[src/logic/rdp_pkg.sv]
package rdp_pkg;

//======================================================================
// data and address widths
//======================================================================
// one data word
localparam int DBW = 16;
// DRAM word address
localparam int GBW = 16;

//======================================================================
// chunk and slot geometry
//======================================================================
// words per DRAM beat and per read vector
localparam int CHUNK_WORDS = 4;
localparam int LANE_BW = 2;
// buffer slots, one per request in flight
localparam int N_SLOT = 4;
localparam int SLOT_BW = 2;
// max chunks in one slot / one request
localparam int SLOT_CHUNKS = 4;
// request length runs 1..SLOT_CHUNKS
localparam int LEN_BW = 3;
localparam int CIDX_BW = 2;

// slot record queue holds one record per slot and never overflows
localparam int CMDQ_DEPTH = 4;
localparam int CMDQ_BW = 2;

endpackage

[src/logic/slot_allocator.sv]
`timescale 1ns/1ps

module slot_allocator import rdp_pkg::*; (
	input  logic               i_clk,
	input  logic               i_rst,
	input  logic               i_req_rdy,
	output logic               o_req_ack,
	input  logic [GBW-1:0]     i_req_addr,
	input  logic [LEN_BW-1:0]  i_req_len,
	output logic               o_grant_rdy,
	input  logic               i_grant_ack,
	output logic [GBW-1:0]     o_grant_addr,
	output logic [LEN_BW-1:0]  o_grant_len,
	output logic [SLOT_BW-1:0] o_grant_slot,
	input  logic               i_free_dval,
	input  logic [SLOT_BW-1:0] i_free_slot
);

logic [N_SLOT-1:0]  busy;
logic               free_any;
logic [SLOT_BW-1:0] free_id;
logic               req_fire;

// lowest free slot wins
always_comb begin
	free_id = '0;
	for (int i = N_SLOT-1; i >= 0; i--) begin
		if (!busy[i]) begin
			free_id = SLOT_BW'(i);
		end
	end
end

assign free_any = ~&busy;
assign o_req_ack = i_req_rdy && free_any && !o_grant_rdy;
assign req_fire = i_req_rdy && o_req_ack;

always_ff @(posedge i_clk or negedge i_rst) begin
	if (!i_rst) begin
		busy <= '0;
		o_grant_rdy <= 1'b0;
	end else begin
		// free and take never hit the same slot
		if (i_free_dval) begin
			busy[i_free_slot] <= 1'b0;
		end
		if (req_fire) begin
			busy[free_id] <= 1'b1;
			o_grant_rdy <= 1'b1;
		end else if (i_grant_ack) begin
			o_grant_rdy <= 1'b0;
		end
	end
end

always_ff @(posedge i_clk) begin
	if (req_fire) begin
		o_grant_addr <= i_req_addr;
		o_grant_len <= i_req_len;
		o_grant_slot <= free_id;
	end
end

endmodule

[src/logic/chunk_addr_looper.sv]
`timescale 1ns/1ps

module chunk_addr_looper import rdp_pkg::*; (
	input  logic               i_clk,
	input  logic               i_rst,
	input  logic               i_grant_rdy,
	output logic               o_grant_ack,
	input  logic [GBW-1:0]     i_grant_addr,
	input  logic [LEN_BW-1:0]  i_grant_len,
	input  logic [SLOT_BW-1:0] i_grant_slot,
	output logic               o_dramra_rdy,
	input  logic               i_dramra_ack,
	output logic [GBW-1:0]     o_dramra,
	output logic               o_rec_rdy,
	input  logic               i_rec_ack,
	output logic [SLOT_BW-1:0] o_rec_slot,
	output logic [LEN_BW-1:0]  o_rec_len
);

//======================================================================
// address walk
//======================================================================
logic [LEN_BW-1:0]  cur_len;
logic [SLOT_BW-1:0] cur_slot;
logic [CIDX_BW-1:0] cidx;
logic               grant_fire;
logic               addr_fire;
logic               addr_last;

// slot record queue
logic [SLOT_BW-1:0] q_slot [CMDQ_DEPTH];
logic [LEN_BW-1:0]  q_len  [CMDQ_DEPTH];
logic [CMDQ_BW-1:0] q_wptr;
logic [CMDQ_BW-1:0] q_rptr;
logic [CMDQ_BW:0]   q_cnt;
logic               q_push;
logic               q_pop;

// one request at a time, and only with queue room for its record
assign o_grant_ack = i_grant_rdy && !o_dramra_rdy && (q_cnt != CMDQ_DEPTH);
assign grant_fire = i_grant_rdy && o_grant_ack;
assign addr_fire = o_dramra_rdy && i_dramra_ack;
assign addr_last = (LEN_BW'(cidx) + LEN_BW'(1)) == cur_len;

always_ff @(posedge i_clk or negedge i_rst) begin
	if (!i_rst) begin
		o_dramra_rdy <= 1'b0;
		cidx <= '0;
	end else if (grant_fire) begin
		o_dramra_rdy <= 1'b1;
		cidx <= '0;
	end else if (addr_fire) begin
		cidx <= cidx + CIDX_BW'(1);
		if (addr_last) begin
			o_dramra_rdy <= 1'b0;
		end
	end
end

always_ff @(posedge i_clk) begin
	if (grant_fire) begin
		o_dramra <= i_grant_addr;
		cur_len <= i_grant_len;
		cur_slot <= i_grant_slot;
	end else if (addr_fire) begin
		o_dramra <= o_dramra + GBW'(CHUNK_WORDS);
	end
end

//======================================================================
// record queue
//======================================================================
// record goes out once the first address is taken
assign q_push = addr_fire && (cidx == '0);
assign q_pop = o_rec_rdy && i_rec_ack;
assign o_rec_rdy = q_cnt != '0;
assign o_rec_slot = q_slot[q_rptr];
assign o_rec_len = q_len[q_rptr];

always_ff @(posedge i_clk or negedge i_rst) begin
	if (!i_rst) begin
		q_wptr <= '0;
		q_rptr <= '0;
		q_cnt <= '0;
	end else begin
		if (q_push) begin
			q_wptr <= q_wptr + CMDQ_BW'(1);
		end
		if (q_pop) begin
			q_rptr <= q_rptr + CMDQ_BW'(1);
		end
		if (q_push && !q_pop) begin
			q_cnt <= q_cnt + 1'b1;
		end else if (q_pop && !q_push) begin
			q_cnt <= q_cnt - 1'b1;
		end
	end
end

always_ff @(posedge i_clk) begin
	if (q_push) begin
		q_slot[q_wptr] <= cur_slot;
		q_len[q_wptr] <= cur_len;
	end
end

endmodule

[src/logic/sram_write_collector.sv]
`timescale 1ns/1ps

module sram_write_collector import rdp_pkg::*; (
	input  logic                       i_clk,
	input  logic                       i_rst,
	input  logic                       i_rec_rdy,
	output logic                       o_rec_ack,
	input  logic [SLOT_BW-1:0]         i_rec_slot,
	input  logic [LEN_BW-1:0]          i_rec_len,
	input  logic                       i_dramrd_rdy,
	output logic                       o_dramrd_ack,
	input  logic [CHUNK_WORDS*DBW-1:0] i_dramrd,
	output logic                       o_done_rdy,
	input  logic                       i_done_ack,
	output logic [SLOT_BW-1:0]         o_done_slot,
	output logic [LEN_BW-1:0]          o_done_len,
	input  logic [SLOT_BW-1:0]         i_rd_slot,
	input  logic [CIDX_BW-1:0]         i_rd_cidx,
	output logic [CHUNK_WORDS*DBW-1:0] o_rd_bank_data
);

// one row per slot and chunk with one word per bank
logic [DBW-1:0] bank_mem [CHUNK_WORDS][N_SLOT*SLOT_CHUNKS];

logic                       rec_vld;
logic [SLOT_BW-1:0]         cur_slot;
logic [LEN_BW-1:0]          cur_len;
logic [CIDX_BW-1:0]         beat_cnt;
logic                       rec_fire;
logic                       beat_fire;
logic                       beat_last;
logic [LANE_BW-1:0]         rot;
logic [SLOT_BW+CIDX_BW-1:0] wr_row;
logic [DBW-1:0]             wr_word [CHUNK_WORDS];

// next record only after done handed off
assign o_rec_ack = i_rec_rdy && !rec_vld && !o_done_rdy;
assign rec_fire = i_rec_rdy && o_rec_ack;
assign o_dramrd_ack = rec_vld;
assign beat_fire = i_dramrd_rdy && o_dramrd_ack;
assign beat_last = (LEN_BW'(beat_cnt) + LEN_BW'(1)) == cur_len;

// record stays put until done is acked
assign o_done_slot = cur_slot;
assign o_done_len = cur_len;

always_ff @(posedge i_clk or negedge i_rst) begin
	if (!i_rst) begin
		rec_vld <= 1'b0;
		o_done_rdy <= 1'b0;
		beat_cnt <= '0;
	end else begin
		if (rec_fire) begin
			rec_vld <= 1'b1;
			beat_cnt <= '0;
		end else if (beat_fire) begin
			beat_cnt <= beat_cnt + CIDX_BW'(1);
			if (beat_last) begin
				rec_vld <= 1'b0;
				o_done_rdy <= 1'b1;
			end
		end
		if (o_done_rdy && i_done_ack) begin
			o_done_rdy <= 1'b0;
		end
	end
end

always_ff @(posedge i_clk) begin
	if (rec_fire) begin
		cur_slot <= i_rec_slot;
		cur_len <= i_rec_len;
	end
end

//======================================================================
// banked buffer, XOR rotated by chunk index
//======================================================================
assign rot = LANE_BW'(beat_cnt);
assign wr_row = {cur_slot, beat_cnt};

// bank b takes word b ^ rot so word j lands in bank j ^ rot
always_comb begin
	for (int b = 0; b < CHUNK_WORDS; b++) begin
		wr_word[b] = i_dramrd[DBW*(LANE_BW'(b) ^ rot) +: DBW];
	end
end

always_ff @(posedge i_clk) begin
	if (beat_fire) begin
		for (int b = 0; b < CHUNK_WORDS; b++) begin
			bank_mem[b][wr_row] <= wr_word[b];
		end
	end
end

// async read of a whole row for the reader
always_comb begin
	for (int b = 0; b < CHUNK_WORDS; b++) begin
		o_rd_bank_data[DBW*b +: DBW] = bank_mem[b][{i_rd_slot, i_rd_cidx}];
	end
end

endmodule

[src/logic/remap_reader.sv]
`timescale 1ns/1ps

module remap_reader import rdp_pkg::*; (
	input  logic                       i_clk,
	input  logic                       i_rst,
	input  logic                       i_done_rdy,
	output logic                       o_done_ack,
	input  logic [SLOT_BW-1:0]         i_done_slot,
	input  logic [LEN_BW-1:0]          i_done_len,
	output logic [SLOT_BW-1:0]         o_rd_slot,
	output logic [CIDX_BW-1:0]         o_rd_cidx,
	input  logic [CHUNK_WORDS*DBW-1:0] i_rd_bank_data,
	output logic                       o_sramrd_rdy,
	input  logic                       i_sramrd_ack,
	output logic [CHUNK_WORDS*DBW-1:0] o_sramrd,
	output logic                       o_sramrd_last,
	output logic                       o_free_dval,
	output logic [SLOT_BW-1:0]         o_free_slot
);

logic [SLOT_BW-1:0]         cur_slot;
logic [LEN_BW-1:0]          cur_len;
logic [CIDX_BW-1:0]         cidx;
logic                       done_fire;
logic                       vec_fire;
logic [LANE_BW-1:0]         rot;
logic [CHUNK_WORDS*DBW-1:0] load_vec;

// o_sramrd_rdy doubles as the busy flag of the reader
assign o_done_ack = i_done_rdy && !o_sramrd_rdy;
assign done_fire = i_done_rdy && o_done_ack;
assign vec_fire = o_sramrd_rdy && i_sramrd_ack;

// fetch chunk 0 of a new slot or the chunk after the current one
assign o_rd_slot = o_sramrd_rdy ? cur_slot : i_done_slot;
assign o_rd_cidx = o_sramrd_rdy ? cidx + CIDX_BW'(1) : '0;

// undo the write-side rotation
assign rot = LANE_BW'(o_rd_cidx);
always_comb begin
	for (int j = 0; j < CHUNK_WORDS; j++) begin
		load_vec[DBW*j +: DBW] = i_rd_bank_data[DBW*(LANE_BW'(j) ^ rot) +: DBW];
	end
end

// cur_slot holds through the free pulse cycle
assign o_free_slot = cur_slot;

always_ff @(posedge i_clk or negedge i_rst) begin
	if (!i_rst) begin
		o_sramrd_rdy <= 1'b0;
		o_free_dval <= 1'b0;
		cidx <= '0;
	end else begin
		o_free_dval <= 1'b0;
		if (done_fire) begin
			o_sramrd_rdy <= 1'b1;
			cidx <= '0;
		end else if (vec_fire) begin
			if (o_sramrd_last) begin
				o_sramrd_rdy <= 1'b0;
				o_free_dval <= 1'b1;
			end else begin
				cidx <= cidx + CIDX_BW'(1);
			end
		end
	end
end

always_ff @(posedge i_clk) begin
	if (done_fire) begin
		cur_slot <= i_done_slot;
		cur_len <= i_done_len;
		o_sramrd <= load_vec;
		o_sramrd_last <= i_done_len == LEN_BW'(1);
	end else if (vec_fire && !o_sramrd_last) begin
		o_sramrd <= load_vec;
		// next vector is cidx+1 and is last when cidx+2 reaches the length
		o_sramrd_last <= (LEN_BW'(cidx) + LEN_BW'(2)) == cur_len;
	end
end

endmodule

[src/logic/read_pipeline.sv]
`timescale 1ns/1ps

module read_pipeline import rdp_pkg::*; (
	input  logic                       i_clk,
	input  logic                       i_rst,
	input  logic                       i_req_rdy,
	output logic                       o_req_ack,
	input  logic [GBW-1:0]             i_req_addr,
	input  logic [LEN_BW-1:0]          i_req_len,
	output logic                       o_dramra_rdy,
	input  logic                       i_dramra_ack,
	output logic [GBW-1:0]             o_dramra,
	input  logic                       i_dramrd_rdy,
	output logic                       o_dramrd_ack,
	input  logic [CHUNK_WORDS*DBW-1:0] i_dramrd,
	output logic                       o_sramrd_rdy,
	input  logic                       i_sramrd_ack,
	output logic [CHUNK_WORDS*DBW-1:0] o_sramrd,
	output logic                       o_sramrd_last
);

//======================================================================
// internal links
//======================================================================
// allocator -> looper
logic                       grant_rdy;
logic                       grant_ack;
logic [GBW-1:0]             grant_addr;
logic [LEN_BW-1:0]          grant_len;
logic [SLOT_BW-1:0]         grant_slot;
// looper -> collector
logic                       rec_rdy;
logic                       rec_ack;
logic [SLOT_BW-1:0]         rec_slot;
logic [LEN_BW-1:0]          rec_len;
// collector -> reader
logic                       done_rdy;
logic                       done_ack;
logic [SLOT_BW-1:0]         done_slot;
logic [LEN_BW-1:0]          done_len;
// buffer read port
logic [SLOT_BW-1:0]         rd_slot;
logic [CIDX_BW-1:0]         rd_cidx;
logic [CHUNK_WORDS*DBW-1:0] rd_bank_data;
// reader -> allocator
logic                       free_dval;
logic [SLOT_BW-1:0]         free_slot;

//======================================================================
// stages
//======================================================================
slot_allocator slot_allocator_i (
	.i_clk        (i_clk),
	.i_rst        (i_rst),
	.i_req_rdy    (i_req_rdy),
	.o_req_ack    (o_req_ack),
	.i_req_addr   (i_req_addr),
	.i_req_len    (i_req_len),
	.o_grant_rdy  (grant_rdy),
	.i_grant_ack  (grant_ack),
	.o_grant_addr (grant_addr),
	.o_grant_len  (grant_len),
	.o_grant_slot (grant_slot),
	.i_free_dval  (free_dval),
	.i_free_slot  (free_slot)
);

chunk_addr_looper chunk_addr_looper_i (
	.i_clk        (i_clk),
	.i_rst        (i_rst),
	.i_grant_rdy  (grant_rdy),
	.o_grant_ack  (grant_ack),
	.i_grant_addr (grant_addr),
	.i_grant_len  (grant_len),
	.i_grant_slot (grant_slot),
	.o_dramra_rdy (o_dramra_rdy),
	.i_dramra_ack (i_dramra_ack),
	.o_dramra     (o_dramra),
	.o_rec_rdy    (rec_rdy),
	.i_rec_ack    (rec_ack),
	.o_rec_slot   (rec_slot),
	.o_rec_len    (rec_len)
);

sram_write_collector sram_write_collector_i (
	.i_clk          (i_clk),
	.i_rst          (i_rst),
	.i_rec_rdy      (rec_rdy),
	.o_rec_ack      (rec_ack),
	.i_rec_slot     (rec_slot),
	.i_rec_len      (rec_len),
	.i_dramrd_rdy   (i_dramrd_rdy),
	.o_dramrd_ack   (o_dramrd_ack),
	.i_dramrd       (i_dramrd),
	.o_done_rdy     (done_rdy),
	.i_done_ack     (done_ack),
	.o_done_slot    (done_slot),
	.o_done_len     (done_len),
	.i_rd_slot      (rd_slot),
	.i_rd_cidx      (rd_cidx),
	.o_rd_bank_data (rd_bank_data)
);

remap_reader remap_reader_i (
	.i_clk          (i_clk),
	.i_rst          (i_rst),
	.i_done_rdy     (done_rdy),
	.o_done_ack     (done_ack),
	.i_done_slot    (done_slot),
	.i_done_len     (done_len),
	.o_rd_slot      (rd_slot),
	.o_rd_cidx      (rd_cidx),
	.i_rd_bank_data (rd_bank_data),
	.o_sramrd_rdy   (o_sramrd_rdy),
	.i_sramrd_ack   (i_sramrd_ack),
	.o_sramrd       (o_sramrd),
	.o_sramrd_last  (o_sramrd_last),
	.o_free_dval    (free_dval),
	.o_free_slot    (free_slot)
);

endmodule

[config.mk]
export PLATFORM = sky130hd
export DESIGN_NAME = read_pipeline
export DESIGN_NICKNAME = d
export VERILOG_FILES = /design/src/logic/rdp_pkg.sv /design/src/logic/slot_allocator.sv /design/src/logic/chunk_addr_looper.sv /design/src/logic/sram_write_collector.sv /design/src/logic/remap_reader.sv /design/src/logic/read_pipeline.sv
export SDC_FILE = /design/constraint.sdc
export NUM_CORES = 1
export LEC_CHECK = 0
export BUFFER_PORTS_ARGS = -buffer_cell sky130_fd_sc_hd__buf_2
export CAP_MARGIN = 30
export CORE_AREA = 2 2 299 301
export CTS_CLUSTER_SIZE = 30
export DETAILED_ROUTE_END_ITERATION = 10
export DIE_AREA = 0 0 301 303
export HOLD_SLACK_MARGIN = 0.06
export PLACE_DENSITY_LB_ADDON = 0.08
export SYNTH_ARGS = -nofsm -noshare
export SYNTH_HDL_FRONTEND = slang
export SYNTH_HIERARCHICAL = 1
export SYNTH_SLANG_ARGS = --single-unit
[constraint.sdc]
create_clock -name i_clk -period 5.45 [get_ports i_clk]
set_clock_uncertainty 0.05 [all_clocks]
set_input_delay 1.3625 -clock i_clk [delete_from_list [all_inputs] [get_ports i_clk]]
set_output_delay 1.3625 -clock i_clk [all_outputs]
set_load 0.03 [all_outputs]
==> run summary <==
YOSYS
-------------------------------------------------------------------------------------------
Post-synth EDFFs                                                                       1161
Synth Area in Simple Gates                                                           0.0219
Share of the synthesized netlist area taken by xor and xnor gates                   0.00493
Mean cell area of the mapped netlist                                               20.8 um2
Multiplexer share of the synthesized area                                             0.168
Yosys synthesis warning count                                                             6
Register area share after synthesis                                                   0.738
Adder and majority cell fraction of the synthesized area                            0.00354
Dominant synthesized flop cell                                                     edfxtp_1
Largest family of logic cells by synthesized area                              multiplexers
Number of synthesized register bits                                                    1184
Synth Instances                                                                        2313
Compound-cell area share of the yosys netlist                                        0.0436
Cell taking the most area after synthesis                                          edfxtp_1
Cell area after synthesis                                                         48000 um2
Cells taking the most area after synthesis                                     edfxtp_1 (73%), mux4_2 (15%), a22oi_1 (2.0%)
Number of library cell types mapped by synthesis                                         56
Async set or reset register ratio after synthesis                                    0.0194
Area share of the largest cell type after synthesis                                   0.726
Number of nets in the synthesized netlist                                              2415

PLACED DESIGN
-------------------------------------------------------------------------------------------
Quantity of I/O buffers inserted on ports                                               173
Detailed Place HPWL                                                                68100 um
Global placer's final weighted congestion                                             0.808
Placed cell count                                                                      3558

PWR
-------------------------------------------------------------------------------------------
Sw power                                                                           11800 uW
Switching fraction of total power                                                     0.349
Clock network fraction of total power                                                 0.240
P_leak                                                                            0.0174 uW
Power per Cell Area                                                              620 nW/um2
Cell-internal power                                                                21900 uW
Sequential power share                                                                0.396
Combinational group share of total power                                              0.364
Worst-case vdd ir drop                                                           0.000434 V

CELLS AND AREA
-------------------------------------------------------------------------------------------
Net count of the finished layout                                                       2612
Most frequent cells in the layout                                              edfxtp_1 (1161), mux4_2 (325), buf_2 (173)
Final std cells w/o fill                                                               3779
Commonest non-fill, non-tap cell in the layout                                     edfxtp_1
Area growth from synthesis to layout                                                  13.0%
Fraction of final layout cells sized beyond drive strength 1                          0.305

DIE
-------------------------------------------------------------------------------------------
Horizontal die dimension                                                             301 um
I/O Pins                                                                                174
Standard cell core area                                                           88000 um2
Total Die Area                                                                    91200 um2
Starting Density                                                                      0.546
Row cnt                                                                                 109
Overall die height                                                                   303 um

GRT
-------------------------------------------------------------------------------------------
Via count of the first global-routing pass                                            25200
Total routing resource utilization after global routing                               0.271
Maximum number of pins on one net before global-route repair                             80
First-pass GRT wire length                                                        176000 um
Overflow left after global routing                                                        0
Antenna violations before repair                                                         18

STATUS
-------------------------------------------------------------------------------------------
Result of the run                                                                 completed

WORST SETUP PATH
-------------------------------------------------------------------------------------------
Critical Path End Type                                                            flip-flop
Register-to-register setup slack                                                    1580 ps
Required arrival time at the worst endpoint                                         5720 ps
Kind of launch point of the worst setup path                                      flip-flop
Worst Path Arrival                                                                  4140 ps
R2r worst-path depth                                                                      9
Crit Reg-Reg Endpoint                                                          remap_reader_i/o_sramrd[11]
Launch instance of the worst register-to-register path                         remap_reader_i/cidx[0]
Critical path fanouts, max                                                               79
Critical Setup Path Class                                                           reg2reg

CTS
-------------------------------------------------------------------------------------------
Gates resized, CTS repair                                                                 0
Sink Count                                                                             1184
CTS Buf Count                                                                           115
Number of hold-repair buffers added at the cts stage                                      0
CTS clock-pin slew for the worst setup and hold paths                                 60 ps
Clock tree from TritonCTS                                                              done
Clock buffer depth                                                                        3
Number of levels in the clock H-tree                                                      3
Clock root buffer master                                                          clkbuf_16
Buffer count from post-CTS setup fixing                                                   0
Clock latency of the later-clocked register in the worst-skew pair                   700 ps

ROUTING
-------------------------------------------------------------------------------------------
Remaining design rule violation count                                                     0
Total wire length after detailed routing                                          122000 um
Number of iterations in the first detailed-routing pass                                   7
Number of design-rule violations left by the first detailed-router iteration           3108
Ratio of routed vias to standard cells                                                 6.62
Routed wirelength normalized by instance count                                      32.2 um
Number of nets with antenna violations after routing                                      0
DR vias                                                                               25000

TIMING
-------------------------------------------------------------------------------------------
Unrepaired setup endpoints after global routing                                          no
Final number of setup-violating endpoints                                                 0
Transition time at the pin with the least slew margin                               1040 ps
TNS Setup                                                                              0 ps
Highest attainable clock frequency                                                  258 MHz
Worst relative slew slack                                                             0.307
Pins over their slew limit                                                                0
Number of endpoints with negative hold slack in the final report                          0
Share of the clock period used by the worst path after layout                         0.710
Clock period minus worst slack                                                      3870 ps

MIN PATH
-------------------------------------------------------------------------------------------
Hold crit path type                                                                 reg2reg
Launch point of the worst hold path                                            slot_allocator_i/o_grant_slot[0]
Capture endpoint of the worst hold path                                        chunk_addr_looper_i/cur_slot[0]
Count of cells along the worst hold path                                                  0

JOB
-------------------------------------------------------------------------------------------
Max_cap viols                                                                             0

[metrics by stage]
stage	hold WS [ps]	area, um2	total power (uW)	utilization	setup slack, ps
final	369	54200	33600	0.616	1580
after detailed placement	358	50400	25700	0.573	1650
after CTS	372	54200	33800	0.616	1650
after global routing	378	54200	35100	0.616	1390
after floorplan	350	48000	21800	-	1630
after global placement	353	50300	25300	0.572	1720
[flip-flops by register name (all words and copies together) (netlist names), 3 cells and up]
| register | count |
|---|---|
| chunk_addr_looper_i/q_cnt | 3 |
| slot_allocator_i/o_grant_addr | 16 |
| remap_reader_i/o_sramrd | 64 |
| chunk_addr_looper_i/cur_len | 3 |
| chunk_addr_looper_i/q_len | 12 |
| sram_write_collector_i/o_done_len | 3 |
| slot_allocator_i/busy | 4 |
| chunk_addr_looper_i/q_slot | 8 |
| slot_allocator_i/o_grant_len | 3 |
| sram_write_collector_i/bank_mem | 1024 |
| chunk_addr_looper_i/o_dramra | 16 |
| remap_reader_i/cur_len | 3 |
[per-layer routing]
metal	routed length [um]	global-route usage	share of wire	vias to the layer above
li1	-	-	-	10200
met1	50800	0.403	0.42	13400
met2	57800	0.427	0.48	1214
met3	10800	0.0492	0.089	176
met4	2070	0.0597	0.017	12
met5	69	0	0.00057	-
[cell type report]
type,instances,area [um2]
Sequential cell,1184,35500
Timing Repair Buffer,227,1570
Inverter,48,188
Tap cell,1165,1460
Multi-Input combinational cell,934,11700
Antenna cell,5,12.5
Clock buffer,134,2980
Fill cell,6162,33700
Clock inverter,82,866
[cell families after synthesis]
kind of cell	count (synthesis)
and+or+nand+nor	211
xor gates and xnor gates	27
DFF	1184
buffers and inverters	195
adders and majority gates	13
muxes	394
AOI/OAI and AO/OA	289
[power by group through the flow]
stage	combinational (uW)	sequential, uW	clock, uW
after floorplan	8040	13800	0
after global placement	11900	13500	0
after detailed placement	12200	13500	0
after CTS	12300	13300	8190
after global routing	13100	13400	8540
final	12300	13300	8070
[Yosys cell counts (4+ instances only)]
master and n:
edfxtp_1 1161, mux4_2 325, a22oi_1 128, nand2_1 89, buf_2 51, clkbuf_1 49
inv_1 47, nor2_1 45, a21oi_1 36, mux2i_1 34, o22ai_1 33, a32oi_1 32
o221ai_1 32, mux2_2 30, and2_1 24, dfrtp_1 23, buf_1 21, buf_6 19
xnor2_1 18, o21ai_0 13, ha_1 12, xor2_1 9, nand3_1 8, buf_4 7
nor3b_1 7, mux2_1 5, nand4_1 5, nand2b_1 4, nor2b_1 4, nor3_1 4
[how the worst max path moves through the flow]
stage,slack [ps],depth (start not counted),endpoint,from
floorplan,1630,3,sram_write_collector_i/bank_mem[0][128],i_dramrd_rdy
global placement,1720,9,remap_reader_i/o_sramrd[30],remap_reader_i/o_sramrd_rdy
detailed placement,1650,9,remap_reader_i/o_sramrd[30],remap_reader_i/o_sramrd_rdy
CTS,1650,9,remap_reader_i/o_sramrd[30],remap_reader_i/o_sramrd_rdy
global route,1390,9,remap_reader_i/o_sramrd[30],remap_reader_i/o_sramrd_rdy
finish,1580,9,remap_reader_i/o_sramrd[11],remap_reader_i/cidx[0]
[worst max-delay path: stages (launching register included)]
cell	delay, ps
dfrtp_2	460
nand2b_2	190
buf_4	310
a21boi_4	380
buf_12	390
mux4_2	400
a22oi_1	340
nand2_1	220
a32oi_1	230
o221ai_1	340
No activity file was read; power rests on OpenSTA's default activity.
